==> config.mk <==
export PLATFORM = sky130hd
export DESIGN_NAME = decode_unit
export DESIGN_NICKNAME = d
export VERILOG_FILES = /design/src/hdl/isa_pkg.sv /design/src/hdl/datapath_pkg.sv /design/src/hdl/decode_unit.sv
export SDC_FILE = /design/constraint.sdc
export NUM_CORES = 1
export LEC_CHECK = 0
export BUFFER_PORTS_ARGS = -buffer_cell sky130_fd_sc_hd__buf_2
export CORE_AREA = 2 2 305 307
export DETAILED_ROUTE_END_ITERATION = 10
export DIE_AREA = 0 0 307 309
export PLACE_DENSITY = 0.3
export SETUP_SLACK_MARGIN = 0.4
export SLEW_MARGIN = 25
export SYNTH_ARGS = -nofsm -noshare
export SYNTH_HDL_FRONTEND = slang
export SYNTH_SLANG_ARGS = --single-unit
==> constraint.sdc <==
create_clock -name vclk -period 2.9
set_clock_uncertainty 0.1 [all_clocks]
set_input_delay 0.58 -clock vclk [all_inputs]
set_output_delay 0.58 -clock vclk [all_outputs]
set_load 0.05 [all_outputs]
==> src/hdl/isa_pkg.sv <==
package isa_pkg;
	localparam int instr_width = 24;
	localparam int opcode_width = 4;
	localparam int control_width = 16;
	localparam int alu_op_width = 4;
	localparam int wb_sel_width = 2;

	// li reuses the rs1 and rs2 bits of the instruction as its immediate
	localparam int opcode_lsb = 20;
	localparam int rd_lsb = 15;
	localparam int rs1_lsb = 10;
	localparam int rs2_lsb = 5;
	localparam int imm_lsb = 5;
	localparam int imm_width = 10;

	typedef logic [instr_width-1:0] instr_t;
	typedef logic [control_width-1:0] control_t;
	typedef logic [alu_op_width-1:0] alu_op_t;
	typedef logic [alu_op_width-1:0] vector_alu_op_t;
	typedef logic [wb_sel_width-1:0] scalar_wb_sel_t;
	typedef logic [wb_sel_width-1:0] vector_wb_sel_t;

	typedef enum logic [opcode_width-1:0] {
		op_nop = 4'd0,
		op_li = 4'd1,
		op_add = 4'd2,
		op_sub = 4'd3,
		op_and = 4'd4,
		op_or = 4'd5,
		op_xor = 4'd6,
		op_shl = 4'd7,
		op_vadd = 4'd8,
		op_vsub = 4'd9,
		op_vand = 4'd10,
		op_vor = 4'd11,
		op_vxor = 4'd12,
		op_splat = 4'd13,
		op_lanesum = 4'd14
	} opcode_t; // code 15 is reserved

	// control word fields run from the top bit down with bits 1:0 spare
	localparam int ctl_wre = 15;
	localparam int ctl_vector_wre = 14;
	localparam int ctl_scalar_sel_lsb = 12;
	localparam int ctl_vector_sel_lsb = 10;
	localparam int ctl_alu_op_lsb = 6;
	localparam int ctl_vector_alu_op_lsb = 2;
	localparam control_t control_nop = '0;

	localparam alu_op_t alu_pass_b = 4'd0;
	localparam alu_op_t alu_add = 4'd1;
	localparam alu_op_t alu_sub = 4'd2;
	localparam alu_op_t alu_and = 4'd3;
	localparam alu_op_t alu_or = 4'd4;
	localparam alu_op_t alu_xor = 4'd5;
	localparam alu_op_t alu_shl = 4'd6; // shift amount is b[3:0]

	localparam vector_alu_op_t valu_add = 4'd0;
	localparam vector_alu_op_t valu_sub = 4'd1;
	localparam vector_alu_op_t valu_and = 4'd2;
	localparam vector_alu_op_t valu_or = 4'd3;
	localparam vector_alu_op_t valu_xor = 4'd4;

	localparam scalar_wb_sel_t wb_scalar_alu = 2'd0;
	localparam scalar_wb_sel_t wb_lane_sum = 2'd1;
	localparam vector_wb_sel_t wb_vector_alu = 2'd0;
	localparam vector_wb_sel_t wb_splat = 2'd1;
endpackage

==> src/hdl/datapath_pkg.sv <==
package datapath_pkg;
	localparam int word_width = 16;
	localparam int lane_width = 16;
	localparam int lane_count = 8;
	localparam int vector_width = lane_width * lane_count;
	localparam int reg_addr_width = 5;

	typedef logic [word_width-1:0] word_t;
	typedef logic [lane_width-1:0] lane_t; // lane i sits at bits 16i+15 down to 16i
	typedef logic [vector_width-1:0] vector_t;
	typedef logic [reg_addr_width-1:0] reg_addr_t;
endpackage

==> src/hdl/decode_unit.sv <==
`timescale 1ns/1ns

module decode_unit (
	input logic instr_valid,
	input isa_pkg::instr_t instr,
	input datapath_pkg::word_t rd_scalar_a,
	input datapath_pkg::word_t rd_scalar_b,
	input datapath_pkg::vector_t rd_vector_a,
	input datapath_pkg::vector_t rd_vector_b,
	input logic ex_wre,
	input logic ex_vector_wre,
	input datapath_pkg::reg_addr_t ex_rd,
	input datapath_pkg::word_t ex_scalar,
	input datapath_pkg::vector_t ex_vector,
	output datapath_pkg::reg_addr_t rs1,
	output datapath_pkg::reg_addr_t rs2,
	output datapath_pkg::reg_addr_t rd,
	output isa_pkg::control_t control,
	output datapath_pkg::word_t src_a,
	output datapath_pkg::word_t src_b,
	output datapath_pkg::vector_t src_a_vector,
	output datapath_pkg::vector_t src_b_vector
);

	isa_pkg::opcode_t opcode;
	logic wre;
	logic vector_wre;
	isa_pkg::scalar_wb_sel_t scalar_wb_sel;
	isa_pkg::vector_wb_sel_t vector_wb_sel;
	isa_pkg::alu_op_t alu_op;
	isa_pkg::vector_alu_op_t vector_alu_op;
	datapath_pkg::word_t immediate;

	assign opcode = isa_pkg::opcode_t'(instr[isa_pkg::opcode_lsb +: isa_pkg::opcode_width]);
	assign rd = instr[isa_pkg::rd_lsb +: datapath_pkg::reg_addr_width];
	assign rs1 = instr[isa_pkg::rs1_lsb +: datapath_pkg::reg_addr_width];
	assign rs2 = instr[isa_pkg::rs2_lsb +: datapath_pkg::reg_addr_width];
	assign immediate = datapath_pkg::word_t'(instr[isa_pkg::imm_lsb +: isa_pkg::imm_width]);

	always_comb begin
		wre = 1'b0;
		vector_wre = 1'b0;
		scalar_wb_sel = isa_pkg::wb_scalar_alu;
		vector_wb_sel = isa_pkg::wb_vector_alu;
		case (opcode)
			isa_pkg::op_li, isa_pkg::op_add, isa_pkg::op_sub, isa_pkg::op_and,
			isa_pkg::op_or, isa_pkg::op_xor, isa_pkg::op_shl: wre = 1'b1;
			isa_pkg::op_vadd, isa_pkg::op_vsub, isa_pkg::op_vand, isa_pkg::op_vor,
			isa_pkg::op_vxor: vector_wre = 1'b1;
			isa_pkg::op_splat: begin
				vector_wre = 1'b1;
				vector_wb_sel = isa_pkg::wb_splat;
			end
			isa_pkg::op_lanesum: begin
				wre = 1'b1;
				scalar_wb_sel = isa_pkg::wb_lane_sum;
			end
			default: ; // nop and the reserved code write nothing
		endcase
	end

	always_comb begin
		alu_op = isa_pkg::alu_pass_b; // li passes the immediate through b
		vector_alu_op = isa_pkg::valu_add;
		case (opcode)
			isa_pkg::op_add: alu_op = isa_pkg::alu_add;
			isa_pkg::op_sub: alu_op = isa_pkg::alu_sub;
			isa_pkg::op_and: alu_op = isa_pkg::alu_and;
			isa_pkg::op_or: alu_op = isa_pkg::alu_or;
			isa_pkg::op_xor: alu_op = isa_pkg::alu_xor;
			isa_pkg::op_shl: alu_op = isa_pkg::alu_shl;
			isa_pkg::op_vsub: vector_alu_op = isa_pkg::valu_sub;
			isa_pkg::op_vand: vector_alu_op = isa_pkg::valu_and;
			isa_pkg::op_vor: vector_alu_op = isa_pkg::valu_or;
			isa_pkg::op_vxor: vector_alu_op = isa_pkg::valu_xor;
			default: ;
		endcase
	end

	always_comb begin
		control = isa_pkg::control_nop; // an empty cycle becomes a bubble
		if (instr_valid) begin
			control[isa_pkg::ctl_wre] = wre;
			control[isa_pkg::ctl_vector_wre] = vector_wre;
			control[isa_pkg::ctl_scalar_sel_lsb +: isa_pkg::wb_sel_width] = scalar_wb_sel;
			control[isa_pkg::ctl_vector_sel_lsb +: isa_pkg::wb_sel_width] = vector_wb_sel;
			control[isa_pkg::ctl_alu_op_lsb +: isa_pkg::alu_op_width] = alu_op;
			control[isa_pkg::ctl_vector_alu_op_lsb +: isa_pkg::alu_op_width] = vector_alu_op;
		end
	end

	// the instruction one ahead has not reached the register file yet
	assign src_a = (ex_wre && ex_rd == rs1) ? ex_scalar : rd_scalar_a;
	assign src_b = (opcode == isa_pkg::op_li) ? immediate :
		(ex_wre && ex_rd == rs2) ? ex_scalar : rd_scalar_b;
	assign src_a_vector = (ex_vector_wre && ex_rd == rs1) ? ex_vector : rd_vector_a;
	assign src_b_vector = (ex_vector_wre && ex_rd == rs2) ? ex_vector : rd_vector_b;
endmodule

# [After elaboration in Yosys (flattened, before gate mapping)]
# Cells that the tools add are included.
[word_totals] latch_bits=0 ff_bits=0 mem_bits_ro=0 n_memories=0 elab_cells=34 mem_bits_rw=0 output_inout_bits=319
[classes] bitwise=0 magnitude_cmp=0 n_div=0 n_shift=0 add_sub_neg=0 eq_ne=16 reduce_logical=6 muxes=12 mul=0
[op_table] cell="128-bit two-way mux" count=2
[op_table] cell="16-bit two-way mux" count=3
[op_table] cell="4-bit equality test (second input constant)" count=7
[op_table] cell="3-bit one-hot mux with 6 select lines" count=1
[op_table] cell="4-bit by 3-bit equality test with 1-bit output (second input constant)" count=4
[op_table] cell="14-bit two-way mux" count=1
[op_table] cell="3-bit one-hot mux with 4 select lines" count=1
[op_table] cell="5-bit equality test" count=2
[op_table] cell="4-bit by 2-bit equality test with 1-bit output (second input constant)" count=2
[op_table] cell="8-bit OR reduction" count=1
[op_table] cell="6-bit OR reduction" count=1
[op_table] cell="4-bit by 1-bit equality test with 1-bit output (second input constant)" count=1
[op_table] cell="1-bit logical AND" count=4
[op_table] cell="1-bit two-way mux" count=4

# [Logic depth before layout (Yosys ltp)]
# Gate-level depths: netlist of the first run.
[logic_depth] ltp_word=4 mapped_depth=6 depth_no_buf=4

# [Worst setup path after synthesis of the first run]
# No wires, ideal clock.
[synth_timing] path_kind="input to output" from="input instr[8]" to="output src_b[10]" n_path_buf=2 path_stages=6 arrival_time_ns=2.497 slack_ns=-0.277 required_ns=2.220 path_cell_list="xnor2_1 -> and3_2 -> clkbuf_2 -> buf_2 -> nand3_1 -> a21boi_0"
[synth_between] elab_chain_len=4
[synth_rtl] item="start, declared" line_no="decode_unit.sv:5" text="input isa_pkg::instr_t instr,"
[synth_rtl] item="5-bit equality test" line_no="decode_unit.sv:95" text="(ex_wre && ex_rd == rs2) ? ex_scalar : rd_scalar_b;"
[synth_rtl] item="1-bit logical AND" line_no="decode_unit.sv:95"
[synth_rtl] item="16-bit two-way mux" line_no="decode_unit.sv:95"
[synth_rtl] item="16-bit two-way mux" line_no="decode_unit.sv:94" text="assign src_b = (opcode == isa_pkg::op_li) ? immediate :"
[synth_rtl] item="end, declared" line_no="decode_unit.sv:20" text="output datapath_pkg::word_t src_b,"
# Every way passes these cells.

# [Worst setup path in the final report of the first run]
[layout_timing] from="input instr[10]" to="output src_a_vector[48]"
[layout_between] elab_chain_len=3
[layout_rtl] item="5-bit equality test" line_no="decode_unit.sv:96" text="assign src_a_vector = (ex_vector_wre && ex_rd == rs1) ? ex_vector : rd_vector_a;"
[layout_rtl] item="1-bit logical AND" line_no="decode_unit.sv:96"
[layout_rtl] item="128-bit two-way mux" line_no="decode_unit.sv:96"
[layout_rtl] item="end, declared" line_no="decode_unit.sv:21" text="output datapath_pkg::vector_t src_a_vector,"
# Every way passes these cells.

==> summary by stage, run 1 <==
Outcome
The flow ran to the end, but the final reports show violations. The checks that failed: setup timing.

Setup path
The startpoint class of the critical path is a primary input. STA classifies the critical path endpoint as an output pin. The critical path required time is 2.22 ns. In this run the worst path has a maximum fanout of 15. The critical path ends at src_a_vector[48]. The class of the most critical setup path is primary input to output pin. The critical path starts at instr[10]. For the worst setup path, the data arrival time is 2.23 ns.

Min path
In this run the worst hold path is classified as primary input to output pin. The beginning of the worst hold path is instr[15].

Route
For this block, the initial DRC count from the detailed router was 250. The number of vias in the routed layout is 6,845. The total routed wirelength is 51,380 µm. For this run, design rule violations remaining after detail routing come to 0. The via density per instance is 2.846.

The detail route stage leaves a number of antenna-violating nets equal to 0. The count of TritonRoute iterations in the first routing pass is 4. The average routed wire per standard cell is 21.36 µm.

Timing
The count of endpoints failing setup in the final report is 2. The total count of hold-check failures in the final report was 0. The worst path in the final design needs a cycle of 2.909 ns, including I/O delays and setup.

The number of slew-limit violations in the final report is 0. Adding up every negative setup slack in the final design gives -0.01604 ns. Setup repair after global routing could not meet its margin everywhere. Static timing analysis puts the maximum clock frequency at 343.7 MHz. The final worst-path cycle share is 100.3%. The final worst setup slack is -0.009460 ns. Hold is met by 1.060 ns.

Pwr
Power spread over the standard cell area amounts to 220.5 nW/µm². The power dissipated by switching net loads is 1.611 mW. The proportion of power drawn by flip-flops and latches is 0%.

The combinational group share of total power is 100.0%. For this design the static power due to leakage is 5.325 nW. Of the total power, the share spent switching nets is 65.33%. The post-route total power is 2.466 mW.

The internal power is 854.9 µW. Per report_power, the clock group accounts for 0% of the total. IR analysis of the VDD net gives a maximum drop of 0.07873 mV.

Yosys
The instance count of the mapped netlist is 435. By area the synthesized netlist is led by mux2_2 68%, buf_12 6.0%, buf_4 4.5%. After synthesis, flip-flops and latches occupy 0% of the total area. The share of the synthesized area in the top cell type is 68.37%. The cell type with the highest aggregate area in the netlist is mux2_2.

The count of distinct cell types in the synthesized netlist is 30. Summing every instance area after synthesis gives 4315 µm². The number of warnings reported in the yosys synthesis log is 0. The post-synthesis average cell area is 9.920 µm².

Final layout
The design has 0 sequential cells. The combined area of the multi-input logic cells is 4528 µm². Fill cells in the final layout number 10,615. The sequential cell area is 0 µm².

The fraction of final layout cells with drive strength greater than 1 is 93.98%. The total of clock buffers placed in the layout is 0. After the last flow step, the layout net total stands at 1,679. Measured on the finished design, the core utilization comes to 12.24%.

Relative to the synthesized area, the layout overhead comes to 159.1%. The finished cells cover 11,180 µm².

Global route
The via count of the first global-routing pass is 7,407. Entering global routing, the biggest net connects 53 pins. Global routing used 9.879% of the available tracks. The initial antenna violation count came to 10. The overall overflow remaining after global route is 0. The global-route wire length before repair is 64,000 µm.

Floorplan
783 I/O pins were placed. The die footprint is 94,860 µm². The placeable core region is 91,390 µm². The die height is 309 µm.

The floorplan step set the die width to 307 µm. The placement row count is 111. The initial utilization of the core area, before any placement, comes to 4.722%.

Placed design
The placed instances occupy a cell area of 10,280 µm². The estimated wirelength of the detail-placed design is 48,250 µm. Buffers placed on the I/O ports in this run total 762. At the end of routability-driven placement, the weighted congestion stood at 0.8195.

Job
The number of max-capacitance violations reported is 0.
routing by layer:
layer	track usage, %	routed length (µm)	part of all wire, %
met1	12.18	21110	41
met2	17.26	24740	48
met3	2.768	4643	9.0
met4	1.566	824	1.6
met5	0.3539	59	0.11
cell usage after synthesis, drive strengths merged:
library cell and number:
nor3b 4, inv 1, conb 1, xnor2 10
and3 2, nand2 3, nand2b 1, nand3 23
nor2 16, a31oi 10, nor3 3, and2 1
nand3b 1, buf 51, o21ai 17, mux2 272
clkbuf 10, o2bb2ai 1, a21boi 6, a21oi 2
area by class of cell:
cell class | count | area share, %
diodes | 6 | 0.1343
inverters | 1 | 0.03357
repair buffers | 834 | 46.07
multi-input cells | 378 | 40.49
well taps | 1186 | 13.27
what timing repair did:
action | CTS | global route
cloned | 0 | 0
resized for setup | 145 | 110
pin swaps | 0 | 4
endpoints found under the setup margin | 288 | 288
setup buffers | 0 | 10
hold buffers | 0 | 0
cell usage in the layout, fill, tap and decap left out, types with 3 or more instances in the layout:
cell      Yosys  final
buf_2         2    646
mux2_2      262    147
mux2_4       10    125
buf_4        26    100
buf_6        10     61
nand3_1      22     19
o21ai_0      17     17
buf_12       13     16
nor2_1       14     13
a31oi_4       0     10
diode_2       0      6
xnor2_4       0      6
conb_1        1      6
a21boi_4      0      5
buf_8         0      5
nor3b_1       4      4
clkbuf_4      0      4
nand2_1       3      3
xnor2_2       0      3
nor2_4        1      3
kinds of logic after synthesis:
group,synth area share (%)
multiplexers,71.85
buffers and inverters,14.64
AND/OR/NAND/NOR,6.495
AO/OA/AOI/OAI,4.900
XOR/XNOR,2.029
other,0.08690
how the worst min path moves through the flow:
stage          endpoint  cells after the start
2_1_floorplan     rd[0]                      1
3_3_place_gp      rd[4]                      0
3_5_place_dp      rd[4]                      0
4_1_cts           rd[4]                      0
5_1_grt           rd[0]                      0
6_report          rd[0]                      0
critical path: stages:
cell,delay [ns]
buf_2,0.13
xnor2_4,0.14
buf_6,0.14
nand3_4,0.08
nor2_4,0.15
buf_12,0.20
buf_6,0.17
mux2_2,0.39
buf_4,0.21
power by group through the flow:
stage | Sequential [mW] | Combinational, mW | Clock, mW
after floorplan | 0 | 1.47 | 0
after global placement | 0 | 2.35 | 0
after detailed placement | 0 | 2.35 | 0
after CTS | 0 | 2.46 | 0
after global routing | 0 | 2.58 | 0.000000231
final | 0 | 2.47 | 0.000000278
metrics by stage:
stage	setup WS, ns	instances
floorplan	0.09197	440
global placement	-0.2339	2389
detailed placement	-0.2444	2389
CTS	-0.05276	2389
global route	-0.06822	2404
finish	-0.009460	2405
Note: power is estimated with default switching activity, not from simulation.
==> run 2, diff against run 1 <==
Settings changed: ABC_CLOCK_PERIOD_IN_PS set to 2900, SKIP_LAST_GASP set to 1.
==> run 2 against run 1 <==
  * The flow still finishes with violations (setup timing)
  * Worst hold slack unchanged
  * Combinational power grew 21%
  * Sequential share of layout area did not move
  * Power increased by 21%
  * Critical endpoint is now src_a_vector[80]
  * Largest power group unchanged
  * Critical path type unchanged
==> summary by stage, run 2 (synthesis results as in run 1) <==
Pwr
The cell area power density is 209.5 nW/µm² (was 220.5 nW/µm²). The worst ir drop on vdd is 0.09219 mV (was 0.07873 mV). The leakage power summed over all cells is 6.606 nW (was 5.325 nW).

Route
The count of TritonRoute iterations in the first routing pass is 4 (unchanged). The violation count after the first detailed-route iteration was 240 (was 250). The met3 layer wire length in the routed design is 4273 µm (was 4643 µm).

The number of vias in the routed layout is 7,249 (was 6,845). The highest layer used for signal routing is met5 (unchanged). The total DRC errors in the routed layout was 0 (unchanged). The routed length on met1 is 23,960 µm (was 21,110 µm).

The remaining number of nets flagged by the antenna check after routing is 0 (unchanged). The average routed wire per standard cell is 23.52 µm (was 21.36 µm). The total routed wirelength is 57,430 µm (was 51,380 µm). The via density per instance came to 2.968 (was 2.846). The met2 layer wire length in the routed design is 27,410 µm (was 24,740 µm).

Outcome
Violated checks: setup timing (unchanged). Run status: finished with violations (unchanged).

Final layout
The fraction of final layout cells with drive strength greater than 1 is 95.52% (was 93.98%). The combined area of the multi-input logic cells is 5124 µm² (was 4528 µm²). The sequential cell area is 0 µm² (unchanged). The area overhead of the layout relative to synthesis is 229.6% (was 159.1%). The total of clock buffers placed in the layout is 0 (unchanged). The most common cell after layout, fill and taps aside is buf_2 (unchanged). The post-layout utilization of the core is 15.57% (was 12.24%). The number of fill cells is 10,324 (was 10,615). The final net count is 1,716 (was 1,679). Leading cell types in the layout, fill and taps excluded: 493 x buf_2, 237 x mux2_4, 137 x buf_6, 100 x buf_8, 70 x buf_4 (was 646 x buf_2, 147 x mux2_2, 125 x mux2_4, 100 x buf_4, 61 x buf_6). The final cell count without fillers came to 2,442 (was 2,405).

The count of flip-flops and latches is 0 (unchanged).

Setup path
The class of the most critical setup path is primary input to output pin (unchanged). The number of logic stages on the critical path including buffering was 9 (unchanged). The startpoint class of the critical path is a primary input (unchanged). Cells along the critical path: buf_8 -> xnor2_4 -> buf_6 -> nand3_4 -> nor2_4 -> buf_12 -> buf_16 -> mux2_2 -> buf_2 (was buf_2 -> xnor2_4 -> buf_6 -> nand3_4 -> nor2_4 -> buf_12 -> buf_6 -> mux2_2 -> buf_4).

The cell with the largest stage delay on the worst path is mux2_2 (unchanged). The critical path capture point type is an output pin (unchanged). The arrival time at the worst endpoint came to 2.27 ns (was 2.23 ns). The launching element of the worst setup path is instr[10] (unchanged). The critical path required time was 2.22 ns (about the same). The maximum fanout along the worst path is 26 (was 15). The number of buffer and inverter instances along the worst setup path was 5 (unchanged). The delay contributed by the slowest stage of the critical path is 0.40 ns (was 0.39 ns).

The gate family responsible for the most delay along the worst path is buffers and inverters (unchanged).

Timing
The count of endpoints failing setup in the final report is 52 (was 2). The number of slew-limit violations in the final report is 0 (unchanged). The peak clock frequency supported by timing came to 339.4 MHz (was 343.7 MHz). The total count of hold-check failures in the final report was 0 (unchanged). The final worst setup slack is -0.04631 ns (was -0.009460 ns). The final worst-path cycle share came to 101.6% (was 100.3%). The minimum period implied by the final worst setup slack is 2.946 ns (was 2.909 ns).

RSZ-0062 raised after global routing: true (unchanged).

Global route
The initial antenna violation count is 8 (was 10). The overall overflow remaining after global route is 0 (unchanged). The total routing resource utilization after global routing was 9.854% (was 9.879%). The global-route wire length before repair was 63,890 µm (was 64,000 µm). The largest net degree at the start of global routing came to 53 (unchanged). The via count of the first global-routing pass was 7,389 (was 7,407).

Placed design
The number of input and output port buffers inserted is 762 (unchanged). The estimated wirelength of the detail-placed design is 48,250 µm (unchanged). The number of placed instances, taps included was 2,389 (unchanged). The routability congestion estimate from global placement is 0.8195 (unchanged).

Clock network
The number of hold-repair buffers added at the cts stage came to 0 (unchanged).

Min path
The class of the worst hold path is primary input to output pin (unchanged). The number of instances on the worst hold path is 0 (unchanged). The beginning of the worst hold path is instr[15] (unchanged).

Job
The number of max-capacitance violations reported was 0 (unchanged).

Floorplan
The overall die width is 307 µm (unchanged). The placeable core region is 91,390 µm² (unchanged). The die height is 309 µm (unchanged). The placement row count is 111 (unchanged).

The number of top-level pins is 783 (unchanged). The die footprint was 94,860 µm² (unchanged). The initial core utilization came to 4.722% (unchanged).
-- run 2: cell types whose count changed in the layout (fill, tap and decap cells not counted), moves of 10 or more --
| cell | change |
|---|---|
| clkbuf_16 | +16 |
| nand3_4 | +10 |
| buf_6 | +76 |
| buf_2 | -153 |
| nand3_1 | -17 |
| buf_4 | -30 |
| buf_12 | +31 |
| buf_8 | +95 |
| mux2_4 | +112 |
| mux2_2 | -112 |
-- run 2: timing repair --
action                     CTS  global route
buffers inserted             0            29
pin swaps                    0            24
cloned                       0            18
setup endpoints to repair  288           288
gates resized for setup     29          1092
-- run 2: worst paths after layout --
path | endpoint | slack, ns
worst max-delay path | src_a_vector[80] | -0.05
worst min-delay path | rd[0] | 1.06
-- run 2: cell type report --
type | instances | area share [%]
antenna | 6 | 0.1056
multi-input combinational | 378 | 36.02
inverter | 1 | 0.02639
tap | 1186 | 10.43
timing repair buffer | 871 | 53.42
-- run 2: power breakdown --
group | internal, mW | switching, mW
sequential | 0 | 0
clock | 0.000000278 | 0
combinational | 1.25 | 1.73
total | 1.25 | 1.73
-- run 2: metrics by stage --
| stage | setup TNS [ns] | total power, mW | instance area (µm²) | worst slack [ns] | hold slack [ns] |
|---|---|---|---|---|---|
| floorplan | 0 | 1.465 | 4969 | 0.09197 | 1.227 |
| global placement | -35.15 | 2.350 | 10280 | -0.2339 | 1.060 |
| detailed placement | -39.50 | 2.345 | 10280 | -0.2444 | 1.060 |
| CTS | -22.09 | 2.374 | 10370 | -0.1566 | 1.060 |
| global route | -11.23 | 3.098 | 14220 | -0.1170 | 1.060 |
| finish | -0.7491 | 2.980 | 14220 | -0.04631 | 1.060 |
-- run 2: layer usage --
metal	global-route usage (%)	up-vias
li1	-	3245
met5	0.3539	-
met2	17.09	496
met3	2.953	53
met1	12.05	3451
met4	1.770	4
==> run 3, diff against run 2 <==
--- a/config.mk
+++ b/config.mk
@@ -15,3 +15,2 @@
 export SKIP_LAST_GASP = 1
-export SLEW_MARGIN = 25
 export SYNTH_ARGS = -nofsm -noshare
==> constraint.sdc (replaced) <==
create_clock -name vclk -period 2.9
set_clock_uncertainty 0.1 [all_clocks]
set_input_delay 0 -clock vclk [all_inputs]
set_output_delay 0 -clock vclk [all_outputs]
set_load 0.05 [all_outputs]
==> run 3 against run 2 <==
  * The run now ends clean
  * Sequential cell count is the same
  * Global-route usage rose by 1.2 points
  * Highest routed layer unchanged
  * Maximum frequency increased by 47%
  * Design area fell by 35%
  * Combinational power fell by 26%
  * Final cell count down 3.6%
  * Worst hold slack got worse by 0.82 ns
  * Non-clock buffer count decreased by 85
==> summary by stage, run 3 (synthesis results as in run 1) <==
Route
The average routed wire per standard cell came to 24.04 µm (was 23.52 µm). The remaining number of nets flagged by the antenna check after routing is 0 (unchanged). The number of vias in the routed layout is 6,553 (was 7,249). The count of TritonRoute iterations in the first routing pass is 4 (unchanged). The total routed wirelength is 56,610 µm (was 57,430 µm). The violation count after the first detailed-route iteration is 265 (was 240). The via density per instance is 2.783 (was 2.968). The total DRC errors in the routed layout was 0 (unchanged).

Placed design
The number of input and output port buffers inserted is 762 (unchanged). The estimated wirelength of the detail-placed design came to 53,340 µm (was 48,250 µm). The setup slack at placement is 0.8401 ns (was -0.2444 ns). The number of placed instances, taps included came to 2,346 (was 2,389). The routability congestion estimate from global placement is 0.8236 (was 0.8195).

Setup path
The critical path capture point type is an output pin (unchanged). The class of the most critical setup path was primary input to output pin (unchanged). The launching element of the worst setup path was ex_rd[4] (was instr[10]).

The startpoint class of the critical path is a primary input (unchanged). The arrival time at the worst endpoint came to 1.90 ns (was 2.27 ns). The capture point of the worst path is src_a_vector[55] (was src_a_vector[80]). The critical path required time came to 2.80 ns (was 2.22 ns). The maximum fanout along the worst path is 44 (was 26).

Global route
The via count of the first global-routing pass is 6,796 (was 7,389). The overall overflow remaining after global route is 0 (unchanged). The initial antenna violation count is 22 (was 8). The largest net degree at the start of global routing is 48 (was 53). The total routing resource utilization after global routing is 11.04% (was 9.854%). The global-route wire length before repair was 69,420 µm (was 63,890 µm).

Timing
RSZ-0062 raised after global routing: false (was true). The final worst-path cycle share is 69.04% (was 101.6%). The final worst setup slack is 0.8977 ns (was -0.04631 ns). The peak clock frequency supported by timing is 499.4 MHz (was 339.4 MHz).

The count of endpoints failing setup in the final report is 0 (was 52). The total count of hold-check failures in the final report came to 0 (unchanged). The summed negative setup slack over all endpoints is 0 ns (was -0.7491 ns). The number of slew-limit violations in the final report is 0 (unchanged). The transition time at the pin with the least slew margin is 0.8064 ns. The worst-case headroom to the max-slew limit is 46.07%. The final worst hold slack is 0.2427 ns (was 1.060 ns). The minimum period implied by the final worst setup slack is 2.002 ns (was 2.946 ns).

Clock network
The post-CTS setup-driven buffer insertion count came to 0 (unchanged).

Pwr
The clock network fraction of total power was 0% (about the same). The cell area power density is 239.4 nW/µm² (was 209.5 nW/µm²). The proportion of power drawn by flip-flops and latches is 0% (about the same). The power dissipated by switching net loads was 1.601 mW (was 1.734 mW). The combinational group share of total power is 100.0% (about the same). The worst ir drop on vdd is 0.06469 mV (was 0.09219 mV). The leakage power summed over all cells is 4.322 nW (was 6.606 nW).

The internal power came to 623.0 µW (was 1.247 mW). The switching share of total power is 71.99% (was 58.18%).

Final layout
The final cell count without fillers is 2,355 (was 2,442). The fraction of final layout cells with drive strength greater than 1 is 90.82% (was 95.52%). The number of fill cells is 10,849 (was 10,324). The area overhead of the layout relative to synthesis is 115.3% (was 229.6%). Leading cell types in the layout, fill and taps excluded: 762 x buf_2, 262 x mux2_2, 22 x nand3_1, 17 x o21ai_0 (was 493 x buf_2, 237 x mux2_4, 137 x buf_6, 100 x buf_8, 70 x buf_4). The post-layout utilization of the core was 10.16% (was 15.57%). The total of clock buffers placed in the layout was 0 (unchanged). The count of flip-flops and latches is 0 (unchanged). The final net count is 1,631 (was 1,716).

The combined area of the multi-input logic cells is 3710 µm² (was 5124 µm²). The sequential cell area is 0 µm² (unchanged). The most common cell after layout, fill and taps aside is buf_2 (unchanged).

Job
The number of max-capacitance violations reported is 0 (unchanged).

Floorplan
The die footprint came to 94,860 µm² (unchanged). The placeable core region is 91,390 µm² (unchanged). The placement row count is 111 (unchanged). The overall die width came to 307 µm (unchanged). The die height is 309 µm (unchanged). The number of top-level pins was 783 (unchanged). The initial core utilization was 4.722% (unchanged).

Outcome
Run status: complete, no violations (was finished with violations).

Min path
The class of the worst hold path is primary input to output pin (unchanged).
[run 3: per-stage QoR]
step / total power [mW] / instance area [µm²]
floorplan: 1.370 / 4334
global placement: 2.256 / 9229
detailed placement: 2.256 / 9229
CTS: 2.284 / 9279
global route: 2.330 / 9284
finish: 2.224 / 9289
[run 3: layout make-up]
type | count | share of cell area [%]
diodes | 4 | 0.1078
multi-input cells | 378 | 39.94
repair buffers | 786 | 43.94
inverters | 1 | 0.04041
well taps | 1186 | 15.98
[run 3: how the worst min path moves through the flow]
stage,cells after the start,slack (ns),end,start
finish,2,0.24,rs1[4],instr[14]
global route,2,0.25,rs1[4],instr[14]
CTS,2,0.24,rs1[4],instr[14]
detailed placement,0,-0.1,rd[4],instr[19]
global placement,0,-0.1,rd[4],instr[19]
floorplan,1,0.07,rd[0],instr[15]
[run 3: layer usage]
metal | part of all wire, % | track usage (%)
met5 | 0.069 | 0
met4 | 0.58 | 0.3517
met3 | 7.6 | 1.925
met2 | 49 | 20.07
met1 | 42 | 14.25
[run 3: power groups by stage]
stage / registers (mW) / logic [mW] / clock network, mW
after CTS: 0 / 2.28 / 0
after detailed placement: 0 / 2.26 / 0
after floorplan: 0 / 1.37 / 0
final: 0 / 2.22 / 0.000000204
after global placement: 0 / 2.26 / 0
after global routing: 0 / 2.33 / 0.0000000923
[run 3: critical path: stages]
cell	delay, ns
buf_2	0.13
xnor2_1	0.17
nand3_1	0.18
nor2_4	0.22
buf_12	0.19
buf_12	0.25
mux2_2	0.42
buf_2	0.24
[run 3: repair_timing]
action                                 in CTS  in global routing
endpoints found under the hold margin       5                  0
setup endpoints to repair                   0                  0
hold buffers                                5                  0
resized for setup                           0                  0
